### src/logic/cpu16_isa_pkg.sv
// ##########################################################################
// instruction set types, field widths, opcodes and ALU operations
// ##########################################################################
`default_nettype none

package cpu16_isa_pkg;

    localparam int WORD_W    = 16;
    localparam int OPCODE_W  = 5;
    localparam int REG_IDX_W = 3;
    localparam int NUM_REGS  = 8;

    typedef logic [WORD_W-1:0]    word_t;
    // opcode [15:11], rd [10:8], ra [7:5], imm8 [7:0], simm5 [4:0]
    typedef logic [WORD_W-1:0]    instr_t;
    typedef logic [REG_IDX_W-1:0] reg_idx_t;

    typedef enum logic [OPCODE_W-1:0] {
        OP_NOP     = 5'h00,
        OP_LW      = 5'h01,
        OP_SW      = 5'h02,
        OP_BIT     = 5'h03,
        OP_MOV     = 5'h04,
        OP_MOVI    = 5'h05,
        OP_ARITH_U = 5'h07,
        OP_ARITH_S = 5'h08
    } opcode_t;

    // sub-operations, carried in the simm5 field
    localparam logic [4:0] SUB_OR    = 5'h00;
    localparam logic [4:0] SUB_XOR   = 5'h01;
    localparam logic [4:0] SUB_AND   = 5'h02;
    localparam logic [4:0] SUB_NOT   = 5'h03;
    localparam logic [4:0] SUB_LSHFT = 5'h04;
    localparam logic [4:0] SUB_RSHFT = 5'h05;
    localparam logic [4:0] SUB_UADD  = 5'h00;
    localparam logic [4:0] SUB_USUB  = 5'h01;
    localparam logic [4:0] SUB_UADDI = 5'h02;
    localparam logic [4:0] SUB_SADD  = 5'h00;
    localparam logic [4:0] SUB_SSUB  = 5'h01;
    localparam logic [4:0] SUB_SSUBI = 5'h02;

    typedef enum logic [4:0] {
        ALU_NOP, ALU_LW, ALU_SW, ALU_MOV, ALU_MOVI,
        ALU_OR, ALU_XOR, ALU_AND, ALU_NOT, ALU_LSHFT, ALU_RSHFT,
        ALU_UADD, ALU_USUB, ALU_UADDI,
        ALU_SADD, ALU_SSUB, ALU_SSUBI,
        ALU_BAD
    } alu_op_t;

endpackage

`default_nettype wire

### src/logic/cpu16_map_pkg.sv
// ##########################################################################
// memory map, memory depths and GPIO types
// ##########################################################################
`default_nettype none

package cpu16_map_pkg;

    localparam int INSTR_DEPTH = 64;
    typedef logic [$clog2(INSTR_DEPTH)-1:0] pc_t;

    // scratch window, core local
    localparam int          SCRATCH_DEPTH = 64;
    localparam logic [15:0] SCRATCH_BASE  = 16'h0000;
    localparam logic [15:0] SCRATCH_LAST  = 16'h003F;

    // apb peripherals
    localparam logic [15:0] GPIO_ADDR  = 16'h00A0;
    localparam int          GPIO_WIDTH = 8;
    typedef logic [GPIO_WIDTH-1:0] gpio_t;

endpackage

`default_nettype wire

### src/logic/alu.sv
// ##########################################################################
// combinational 16-bit ALU
// ##########################################################################
`timescale 1ns/1ps
`default_nettype none

module alu (
    input  cpu16_isa_pkg::alu_op_t op,
    input  cpu16_isa_pkg::word_t   a,
    input  cpu16_isa_pkg::word_t   b,
    output cpu16_isa_pkg::word_t   c
);

    always_comb begin
        case (op)
            // moves and load/store base pass operand b
            cpu16_isa_pkg::ALU_LW,
            cpu16_isa_pkg::ALU_SW,
            cpu16_isa_pkg::ALU_MOV,
            cpu16_isa_pkg::ALU_MOVI:  c = b;
            cpu16_isa_pkg::ALU_OR:    c = a | b;
            cpu16_isa_pkg::ALU_XOR:   c = a ^ b;
            cpu16_isa_pkg::ALU_AND:   c = a & b;
            cpu16_isa_pkg::ALU_NOT:   c = ~b;
            cpu16_isa_pkg::ALU_LSHFT: c = a << b;
            cpu16_isa_pkg::ALU_RSHFT: c = a >> b;
            cpu16_isa_pkg::ALU_UADD,
            cpu16_isa_pkg::ALU_UADDI: c = a + b;
            cpu16_isa_pkg::ALU_USUB:  c = a - b;
            // immediate form adds as well
            cpu16_isa_pkg::ALU_SADD,
            cpu16_isa_pkg::ALU_SSUBI: c = cpu16_isa_pkg::word_t'($signed(a) + $signed(b));
            cpu16_isa_pkg::ALU_SSUB:  c = cpu16_isa_pkg::word_t'($signed(a) - $signed(b));
            // nop and bad ops
            default:                  c = '0;
        endcase
    end

endmodule

`default_nettype wire

### src/logic/cpu16_soc.sv
// ##########################################################################
// SoC top, instruction memory, core, APB decode and GPIO slave
// ##########################################################################
`timescale 1ns/1ps
`default_nettype none

module cpu16_soc (
    input  wire                   clk,
    input  wire                   reset,
    input  wire                   prog_we,
    input  cpu16_map_pkg::pc_t    prog_addr,
    input  cpu16_isa_pkg::instr_t prog_data,
    output cpu16_map_pkg::gpio_t  gpio,
    output cpu16_map_pkg::pc_t    dbug_pc
);

    cpu16_map_pkg::pc_t    instr_addr;
    cpu16_isa_pkg::instr_t instr;
    cpu16_isa_pkg::word_t  paddr;
    cpu16_isa_pkg::word_t  pwdata;
    cpu16_isa_pkg::word_t  prdata;
    cpu16_isa_pkg::word_t  gpio_prdata;
    logic                  pwrite;
    logic                  psel;
    logic                  penable;
    logic                  pready;
    logic                  gpio_pready;
    logic                  gpio_sel;
    logic                  load;

    // program port owns the memory only while writing under reset
    assign load = reset && prog_we;

    sync_ram #(
        .word_type (cpu16_isa_pkg::instr_t),
        .DEPTH     (cpu16_map_pkg::INSTR_DEPTH)
    ) instr_mem (
        .clk   (clk),
        .we    (load),
        .addr  (load ? prog_addr : instr_addr),
        .wdata (prog_data),
        .rdata (instr)
    );

    cpu_core core (
        .clk        (clk),
        .reset      (reset),
        .instr_addr (instr_addr),
        .instr      (instr),
        .dbug_pc    (dbug_pc),
        .paddr      (paddr),
        .pwdata     (pwdata),
        .pwrite     (pwrite),
        .psel       (psel),
        .penable    (penable),
        .prdata     (prdata),
        .pready     (pready)
    );

    assign gpio_sel = (paddr == cpu16_map_pkg::GPIO_ADDR);

    // default responder reads zero with no wait states
    assign prdata = gpio_sel ? gpio_prdata : '0;
    assign pready = gpio_sel ? gpio_pready : (psel && penable);

    gpio_apb gpio0 (
        .clk     (clk),
        .reset   (reset),
        .psel    (psel && gpio_sel),
        .penable (penable),
        .pwrite  (pwrite),
        .pwdata  (pwdata),
        .prdata  (gpio_prdata),
        .pready  (gpio_pready),
        .gpio    (gpio)
    );

endmodule

`default_nettype wire

### src/logic/cpu_core.sv
// ##########################################################################
// multi-cycle core FSM, program counter and datapath
// ##########################################################################
`timescale 1ns/1ps
`default_nettype none

module cpu_core (
    input  wire                   clk,
    input  wire                   reset,
    output cpu16_map_pkg::pc_t    instr_addr,
    input  cpu16_isa_pkg::instr_t instr,
    output cpu16_map_pkg::pc_t    dbug_pc,
    output cpu16_isa_pkg::word_t  paddr,
    output cpu16_isa_pkg::word_t  pwdata,
    output logic                  pwrite,
    output logic                  psel,
    output logic                  penable,
    input  cpu16_isa_pkg::word_t  prdata,
    input  wire                   pready
);

    typedef enum logic [2:0] {S_IF, S_R1, S_R2, S_ME, S_WB} state_t;

    state_t                  state;
    cpu16_map_pkg::pc_t      pc;
    cpu16_isa_pkg::instr_t   instr_q;
    cpu16_isa_pkg::word_t    opa;
    cpu16_isa_pkg::word_t    opb;
    cpu16_isa_pkg::reg_idx_t rd;
    cpu16_isa_pkg::reg_idx_t ra;
    cpu16_isa_pkg::word_t    imm8;
    cpu16_isa_pkg::word_t    simm5;
    cpu16_isa_pkg::alu_op_t  alu_op;
    cpu16_isa_pkg::word_t    alu_c;
    cpu16_isa_pkg::word_t    reg_rdata;
    cpu16_isa_pkg::word_t    mem_rdata;
    logic                    has_imm8;
    logic                    has_we;
    logic                    has_mem;
    logic                    has_mem_we;
    logic                    mem_req;
    logic                    mem_busy;

    assign instr_addr = pc;
    assign dbug_pc    = pc;

    always_ff @(posedge clk) begin
        if (reset) begin
            state   <= S_IF;
            pc      <= '0;
            instr_q <= '0;
            mem_req <= 1'b0;
        end else begin
            case (state)
                S_IF: begin
                    instr_q <= instr;
                    // pc holds at the last slot
                    if (pc != cpu16_map_pkg::pc_t'(cpu16_map_pkg::INSTR_DEPTH - 1)) begin
                        pc <= pc + 1'b1;
                    end
                    state <= S_R1;
                end
                S_R1: begin
                    opa   <= reg_rdata;
                    state <= S_R2;
                end
                S_R2: begin
                    opb     <= has_imm8 ? imm8 : reg_rdata;
                    mem_req <= has_mem;
                    state   <= has_mem ? S_ME : S_WB;
                end
                S_ME: begin
                    mem_req <= 1'b0;
                    if (!mem_busy) begin
                        state <= S_WB;
                    end
                end
                default: state <= S_IF;
            endcase
        end
    end

    instr_decoder decoder (
        .instr      (instr_q),
        .rd         (rd),
        .ra         (ra),
        .imm8       (imm8),
        .simm5      (simm5),
        .alu_op     (alu_op),
        .has_imm8   (has_imm8),
        .has_we     (has_we),
        .has_mem    (has_mem),
        .has_mem_we (has_mem_we)
    );

    // rd on the first read, ra on the second
    reg_file regs (
        .clk   (clk),
        .reset (reset),
        .rs    ((state == S_R2) ? ra : rd),
        .rdata (reg_rdata),
        .we    (has_we && (state == S_WB)),
        .ws    (rd),
        .wdata (has_mem ? mem_rdata : alu_c)
    );

    alu alu_inst (
        .op (alu_op),
        .a  (opa),
        .b  (opb),
        .c  (alu_c)
    );

    mem_unit mmu (
        .clk       (clk),
        .reset     (reset),
        .mem_req   (mem_req),
        .mem_we    (has_mem_we && (state == S_ME)),
        .mem_addr  (alu_c + simm5),
        .mem_wdata (opa),
        .mem_busy  (mem_busy),
        .mem_rdata (mem_rdata),
        .paddr     (paddr),
        .pwdata    (pwdata),
        .pwrite    (pwrite),
        .psel      (psel),
        .penable   (penable),
        .prdata    (prdata),
        .pready    (pready)
    );

endmodule

`default_nettype wire

### src/logic/gpio_apb.sv
// ##########################################################################
// APB slave with the GPIO output register
// ##########################################################################
`timescale 1ns/1ps
`default_nettype none

module gpio_apb (
    input  wire                  clk,
    input  wire                  reset,
    input  wire                  psel,
    input  wire                  penable,
    input  wire                  pwrite,
    input  cpu16_isa_pkg::word_t pwdata,
    output cpu16_isa_pkg::word_t prdata,
    output logic                 pready,
    output cpu16_map_pkg::gpio_t gpio
);

    // zero wait state
    assign pready = psel && penable;
    assign prdata = cpu16_isa_pkg::word_t'(gpio);

    always_ff @(posedge clk) begin
        if (reset) begin
            gpio <= '0;
        end else if (psel && penable && pwrite) begin
            gpio <= pwdata[cpu16_map_pkg::GPIO_WIDTH-1:0];
        end
    end

endmodule

`default_nettype wire

### src/logic/instr_decoder.sv
// ##########################################################################
// instruction field decode and control flags
// ##########################################################################
`timescale 1ns/1ps
`default_nettype none

module instr_decoder (
    input  cpu16_isa_pkg::instr_t   instr,
    output cpu16_isa_pkg::reg_idx_t rd,
    output cpu16_isa_pkg::reg_idx_t ra,
    output cpu16_isa_pkg::word_t    imm8,
    output cpu16_isa_pkg::word_t    simm5,
    output cpu16_isa_pkg::alu_op_t  alu_op,
    output logic                    has_imm8,
    output logic                    has_we,
    output logic                    has_mem,
    output logic                    has_mem_we
);

    cpu16_isa_pkg::opcode_t opcode;
    logic [4:0]             sub;

    assign opcode = cpu16_isa_pkg::opcode_t'(instr[15:11]);
    assign sub    = instr[4:0];
    assign rd     = instr[10:8];
    assign ra     = instr[7:5];
    assign imm8   = cpu16_isa_pkg::word_t'(instr[7:0]);
    assign simm5  = cpu16_isa_pkg::word_t'(instr[4:0]);

    always_comb begin
        alu_op     = cpu16_isa_pkg::ALU_NOP;
        has_imm8   = 1'b0;
        has_we     = 1'b0;
        has_mem    = 1'b0;
        has_mem_we = 1'b0;
        case (opcode)
            cpu16_isa_pkg::OP_LW: begin
                alu_op  = cpu16_isa_pkg::ALU_LW;
                has_we  = 1'b1;
                has_mem = 1'b1;
            end
            cpu16_isa_pkg::OP_SW: begin
                alu_op     = cpu16_isa_pkg::ALU_SW;
                has_mem    = 1'b1;
                has_mem_we = 1'b1;
            end
            cpu16_isa_pkg::OP_MOV: begin
                alu_op = cpu16_isa_pkg::ALU_MOV;
                has_we = 1'b1;
            end
            cpu16_isa_pkg::OP_MOVI: begin
                alu_op   = cpu16_isa_pkg::ALU_MOVI;
                has_we   = 1'b1;
                has_imm8 = 1'b1;
            end
            cpu16_isa_pkg::OP_BIT: begin
                has_we = 1'b1;
                case (sub)
                    cpu16_isa_pkg::SUB_OR:    alu_op = cpu16_isa_pkg::ALU_OR;
                    cpu16_isa_pkg::SUB_XOR:   alu_op = cpu16_isa_pkg::ALU_XOR;
                    cpu16_isa_pkg::SUB_AND:   alu_op = cpu16_isa_pkg::ALU_AND;
                    cpu16_isa_pkg::SUB_NOT:   alu_op = cpu16_isa_pkg::ALU_NOT;
                    cpu16_isa_pkg::SUB_LSHFT: alu_op = cpu16_isa_pkg::ALU_LSHFT;
                    cpu16_isa_pkg::SUB_RSHFT: alu_op = cpu16_isa_pkg::ALU_RSHFT;
                    default:                  alu_op = cpu16_isa_pkg::ALU_BAD;
                endcase
            end
            cpu16_isa_pkg::OP_ARITH_U: begin
                has_we = 1'b1;
                case (sub)
                    cpu16_isa_pkg::SUB_UADD:  alu_op = cpu16_isa_pkg::ALU_UADD;
                    cpu16_isa_pkg::SUB_USUB:  alu_op = cpu16_isa_pkg::ALU_USUB;
                    cpu16_isa_pkg::SUB_UADDI: alu_op = cpu16_isa_pkg::ALU_UADDI;
                    default:                  alu_op = cpu16_isa_pkg::ALU_BAD;
                endcase
            end
            cpu16_isa_pkg::OP_ARITH_S: begin
                has_we = 1'b1;
                case (sub)
                    cpu16_isa_pkg::SUB_SADD:  alu_op = cpu16_isa_pkg::ALU_SADD;
                    cpu16_isa_pkg::SUB_SSUB:  alu_op = cpu16_isa_pkg::ALU_SSUB;
                    cpu16_isa_pkg::SUB_SSUBI: alu_op = cpu16_isa_pkg::ALU_SSUBI;
                    default:                  alu_op = cpu16_isa_pkg::ALU_BAD;
                endcase
            end
            // nop and unknown opcodes
            default: alu_op = cpu16_isa_pkg::ALU_NOP;
        endcase
    end

endmodule

`default_nettype wire

### src/logic/mem_unit.sv
// ##########################################################################
// load/store routing, scratch RAM and APB master state machine
// ##########################################################################
`timescale 1ns/1ps
`default_nettype none

module mem_unit (
    input  wire                  clk,
    input  wire                  reset,
    input  wire                  mem_req,
    input  wire                  mem_we,
    input  cpu16_isa_pkg::word_t mem_addr,
    input  cpu16_isa_pkg::word_t mem_wdata,
    output logic                 mem_busy,
    output cpu16_isa_pkg::word_t mem_rdata,
    output cpu16_isa_pkg::word_t paddr,
    output cpu16_isa_pkg::word_t pwdata,
    output logic                 pwrite,
    output logic                 psel,
    output logic                 penable,
    input  cpu16_isa_pkg::word_t prdata,
    input  wire                  pready
);

    typedef enum logic [1:0] {M_IDLE, M_ACCESS, M_DONE} apb_state_t;

    apb_state_t           state;
    cpu16_isa_pkg::word_t offset;
    cpu16_isa_pkg::word_t scratch_rdata;
    cpu16_isa_pkg::word_t apb_rdata;
    logic                 scratch_sel;
    logic [$clog2(cpu16_map_pkg::SCRATCH_DEPTH)-1:0] scratch_addr;

    // window check on the offset covers any base
    assign offset       = mem_addr - cpu16_map_pkg::SCRATCH_BASE;
    assign scratch_sel  = offset <= (cpu16_map_pkg::SCRATCH_LAST - cpu16_map_pkg::SCRATCH_BASE);
    assign scratch_addr = offset[$clog2(cpu16_map_pkg::SCRATCH_DEPTH)-1:0];

    assign mem_busy  = mem_req || (state == M_ACCESS);
    assign mem_rdata = scratch_sel ? scratch_rdata : apb_rdata;

    always_ff @(posedge clk) begin
        if (reset) begin
            state   <= M_IDLE;
            psel    <= 1'b0;
            penable <= 1'b0;
            pwrite  <= 1'b0;
            paddr   <= '0;
            pwdata  <= '0;
        end else begin
            case (state)
                M_IDLE: begin
                    // setup phase
                    if (mem_req && !scratch_sel) begin
                        paddr  <= mem_addr;
                        pwdata <= mem_wdata;
                        pwrite <= mem_we;
                        psel   <= 1'b1;
                        state  <= M_ACCESS;
                    end
                end
                M_ACCESS: begin
                    if (penable && pready) begin
                        apb_rdata <= prdata;
                        psel      <= 1'b0;
                        penable   <= 1'b0;
                        pwrite    <= 1'b0;
                        paddr     <= '0;
                        pwdata    <= '0;
                        state     <= M_DONE;
                    end else begin
                        penable <= 1'b1;
                    end
                end
                default: state <= M_IDLE;
            endcase
        end
    end

    sync_ram #(
        .word_type (cpu16_isa_pkg::word_t),
        .DEPTH     (cpu16_map_pkg::SCRATCH_DEPTH)
    ) scratch_ram (
        .clk   (clk),
        .we    (scratch_sel && mem_we),
        .addr  (scratch_addr),
        .wdata (mem_wdata),
        .rdata (scratch_rdata)
    );

endmodule

`default_nettype wire

### src/logic/reg_file.sv
// ##########################################################################
// eight-entry register file, one read port and one write port
// ##########################################################################
`timescale 1ns/1ps
`default_nettype none

module reg_file (
    input  wire                     clk,
    input  wire                     reset,
    input  cpu16_isa_pkg::reg_idx_t rs,
    output cpu16_isa_pkg::word_t    rdata,
    input  wire                     we,
    input  cpu16_isa_pkg::reg_idx_t ws,
    input  cpu16_isa_pkg::word_t    wdata
);

    cpu16_isa_pkg::word_t regs [cpu16_isa_pkg::NUM_REGS];

    // register i resets to i
    always_ff @(posedge clk) begin
        if (reset) begin
            for (int i = 0; i < cpu16_isa_pkg::NUM_REGS; i++) begin
                regs[i] <= cpu16_isa_pkg::word_t'(i);
            end
        end else if (we) begin
            regs[ws] <= wdata;
        end
    end

    assign rdata = regs[rs];

endmodule

`default_nettype wire

### src/logic/sync_ram.sv
// ##########################################################################
// single-port synchronous RAM, write first, registered read
// ##########################################################################
`timescale 1ns/1ps
`default_nettype none

module sync_ram #(
    parameter type word_type = logic [15:0],
    parameter int  DEPTH     = 64
) (
    input  wire                     clk,
    input  wire                     we,
    input  wire [$clog2(DEPTH)-1:0] addr,
    input  word_type                wdata,
    output word_type                rdata
);

    word_type mem [DEPTH];

    // power-up contents, all zero
    initial begin
        for (int i = 0; i < DEPTH; i++) begin
            mem[i] = '0;
        end
    end

    always_ff @(posedge clk) begin
        if (we) begin
            mem[addr] <= wdata;
            rdata     <= wdata;
        end else begin
            rdata <= mem[addr];
        end
    end

endmodule

`default_nettype wire

### config.mk
export PLATFORM = sky130hd
export DESIGN_NAME = cpu16_soc
export DESIGN_NICKNAME = d
export VERILOG_FILES = /design/src/logic/cpu16_isa_pkg.sv /design/src/logic/cpu16_map_pkg.sv /design/src/logic/alu.sv /design/src/logic/cpu16_soc.sv /design/src/logic/cpu_core.sv /design/src/logic/gpio_apb.sv /design/src/logic/instr_decoder.sv /design/src/logic/mem_unit.sv /design/src/logic/reg_file.sv /design/src/logic/sync_ram.sv
export SDC_FILE = /design/constraint.sdc
export NUM_CORES = 2
export LEC_CHECK = 0
export CAP_MARGIN = 25
export CORE_ASPECT_RATIO = 0.5
export CORE_MARGIN = 3
export CORE_UTILIZATION = 25
export DETAILED_ROUTE_END_ITERATION = 6
export DONT_BUFFER_PORTS = 1
export PLACE_DENSITY_LB_ADDON = 0.15
export SLEW_MARGIN = 20
export SYNTH_ARGS = -nofsm -noshare
export SYNTH_HDL_FRONTEND = slang
export SYNTH_SLANG_ARGS = --single-unit
export TNS_END_PERCENT = 5
### constraint.sdc
create_clock -name clk -period 9.1 [get_ports clk]
set_input_delay 1.365 -clock clk [delete_from_list [all_inputs] [get_ports clk]]
set_output_delay 1.365 -clock clk [all_outputs]
set_load 0.02 [all_outputs]
==> metrics <==
# DRC 0; post-CTS setup buffer count 0; Main synth FF type edfxtp_1; maximum vdd drop 212 µV; met3 usage 0.0196; RR Startpoint core.instr_q[15]; Worst R2R End core.mmu.scratch_ram.mem[2][5]; Starting DRT DRC Count 4908; total grt overflow 0; Hold Slack 0.464 ns; vias in the first global route 49260; DR pass1 iterations 7; Worst Hold Endpoint gpio0.gpio[3]; actual slew at the worst max-slew pin 1.12 ns; met1 usage 0.200; clk_lat worst skew 0.90 ns; Final Setup Violations 0; hold depth 2; Rel. slew slack 0.234; P per Cell Area 274 nW/µm²; Syn Inst Count 4874; worst hold path class reg -> reg; RSZ-0062 raised after global routing no; # resized after CTS 0; CP max FO 16; CTS max path bufs 4; synthesis warning total 0; width of the die 874 µm; Final WS setup 1.11 ns; fin nets 5142; CTS Sinks 2291; CP Launch Type flop; Mapped Nets 4970; synthesized area 94200 µm²; vias per cell 4.68; clk root buf clkbuf_16; most frequent cells in the layout 2216 x edfxtp_1, 679 x mux4_2, 328 x nand2_1, 233 x nor2_1, 227 x clkbuf_16; die footprint 385000 µm²; clock skew 0.0694 ns; total wire length 284000 µm; status complete, no violations; Crit. End Element flop; first-pass GRT wire length 397000 µm; initial antenna violation count 17; Final Hold Viols 0; via count 47722; clock slew seen by the registers of the worst setup and hold paths 0.07 ns; Seq cells post-synth 2291; max-slew violations 0; commonest non-fill, non-tap cell in the layout edfxtp_1; CTS Hold Bufs 0; Die Ht 440 µm; core footprint 373000 µm²; critical path class reg -> reg; CTS HTree Levels 4; number of flops mapped to enable cells by yosys 2216; drt wl/cell 27.8 µm; gr busiest metal met2; worst reg-to-reg path cell count 27; I/O pin count 39; syn_area_per_cell 19.3 µm²; worst path arrival time 8.51 ns; Leak 0.0332 µW; CTS tree yes; worst slack, placed 1.20 ns; starting density of the core 0.253; DP Wirelength 172000 µm; setup TNS 0 ns; Min-Delay Startpoint core.mmu.pwdata[3]; DRT antenna net count 0; r2r setup slk 1.11 ns; gr usage total 0.145; Max-Cap Viols 0; total CTS buffers 225; fillers 36368; ys async rst share 0; largest net degree at the start of global routing 145; Port Buffer Count 0; synthesis-to-finish area growth 15.5%; GP Congestion 0.841; Final min period 7.99 ns; Netlist cell types 105; Worst Path Required 9.63 ns; M2 GR Usage 0.244; Seq/Total Area, Yosys 0.722; crit share post-route 0.878; Achievable Freq 125 MHz; share of layout cells above drive strength 1 0.267; cell row count 158
[routing by layer]
| layer | routed length (µm) | up-vias |
|---|---|---|
| li1 | - | 20330 |
| met1 | 127000 | 25901 |
| met2 | 138000 | 1152 |
| met3 | 12100 | 339 |
| met4 | 6390 | 0 |
| met5 | 0 | - |
[report_power, final]
part / internal (µW) / switching (µW) / leakage, µW / total (µW)
Sequential: 11800 / 335 / 0.0207 / 12200
Clock: 5270 / 4060 / 0.00352 / 9330
Combinational: 3290 / 5070 / 0.00903 / 8360
Total: 20400 / 9460 / 0.0332 / 29900
[critical path, cell delays in order, from the launching register on]
cell	delay, ns
dfxtp_1	0.69
nand4bb_1	0.29
o211ai_1	0.13
and3_1	0.27
nor3_2	0.50
and2_1	0.24
buf_4	0.22
mux2i_1	0.31
ha_1	0.28
nor2b_1	0.15
o21a_1	0.17
o31ai_1	0.20
a2bb2oi_1	0.24
o21ai_0	0.12
or3_1	0.40
ha_1	0.35
inv_1	0.06
nor2_1	0.10
nor2_1	0.07
nor2b_1	0.16
o22ai_1	0.18
nor4_4	0.34
and4_1	0.30
a2bb2oi_2	0.27
and3_4	0.37
nand3b_2	0.55
nor2_2	0.28
buf_4	0.31
[state kept, by name, summed over array words and instances (netlist names), 3 cells and up, named ones only]
register and count:
core.mmu.apb_rdata 8, core.instr_q 16, core.opb 16, core.dbug_pc 6, core.state 3, core.regs.regs 128, core.mmu.paddr 16, core.opa 16
core.mmu.scratch_ram.mem 1024, instr_mem.mem 1024, gpio0.gpio 8, core.mmu.pwdata 8
[synthesized netlist by cell type, drive strengths merged, types with 43 or more instances]
cell type	count	area share
inv	59	0.0024
dfxtp	75	0.016
edfxtp	2216	0.71
mux4	679	0.16
xnor2	52	0.0049
nand2	328	0.013
o211ai	43	0.0036
nand3	70	0.0039
o21ai	67	0.0037
nor2	316	0.013
buf	102	0.0048
ha	68	0.0090
mux2i	70	0.0076
a21oi	86	0.0046
clkbuf	173	0.0069
[how the worst max path moves through the flow]
stage | slack (ns) | startpoint | endpoint
4_1_cts | 1.15 | core.instr_q[15] | core.mmu.scratch_ram.mem[3][15]
5_1_grt | 0.58 | core.instr_q[1] | core.mmu.scratch_ram.mem[3][15]
2_1_floorplan | 1.91 | core.instr_q[12] | core.mmu.scratch_ram.mem[56][0]
3_5_place_dp | 1.20 | core.instr_q[15] | core.mmu.scratch_ram.mem[3][1]
3_3_place_gp | 1.32 | core.instr_q[2] | core.mmu.scratch_ram.mem[3][1]
6_report | 1.11 | core.instr_q[15] | core.mmu.scratch_ram.mem[2][5]
[cells by family (layout without fill, tap and decap cells)]
group | Yosys count | in the layout | share of synthesized area
DFF | 2291 | 2291 | 0.722
xor gates and xnor gates | 72 | 72 | 0.00677
AOI/OAI and AO/OA | 392 | 392 | 0.0290
adders and majority gates | 71 | 71 | 0.00967
other | 0 | 12 | 0
muxes | 766 | 766 | 0.172
buffers and inverters | 334 | 681 | 0.0141
and+or+nand+nor | 948 | 948 | 0.0465
[layout make-up]
type | count | area (µm²) | area share
Antenna cell | 12 | 30.0 | 0.000276
Clock buffer | 270 | 5880 | 0.0541
Inverter | 59 | 221 | 0.00204
Clock inverter | 132 | 1290 | 0.0119
Multi-Input combinational cell | 2249 | 25300 | 0.232
Tap cell | 4960 | 6210 | 0.0570
Sequential cell | 2291 | 68100 | 0.626
Timing Repair Buffer | 220 | 1810 | 0.0166
[stage by stage]
stage | area (µm²) | total power (µW) | util | std cells
floorplan | 94200 | 17500 | - | 4874
global placement | 101000 | 20900 | 0.272 | 9773
detailed placement | 102000 | 20900 | 0.272 | 9774
CTS | 109000 | 30400 | 0.291 | 10176
global route | 109000 | 31100 | 0.292 | 10182
finish | 109000 | 29900 | 0.292 | 10193
No activity file was read; power rests on OpenSTA's default activity.
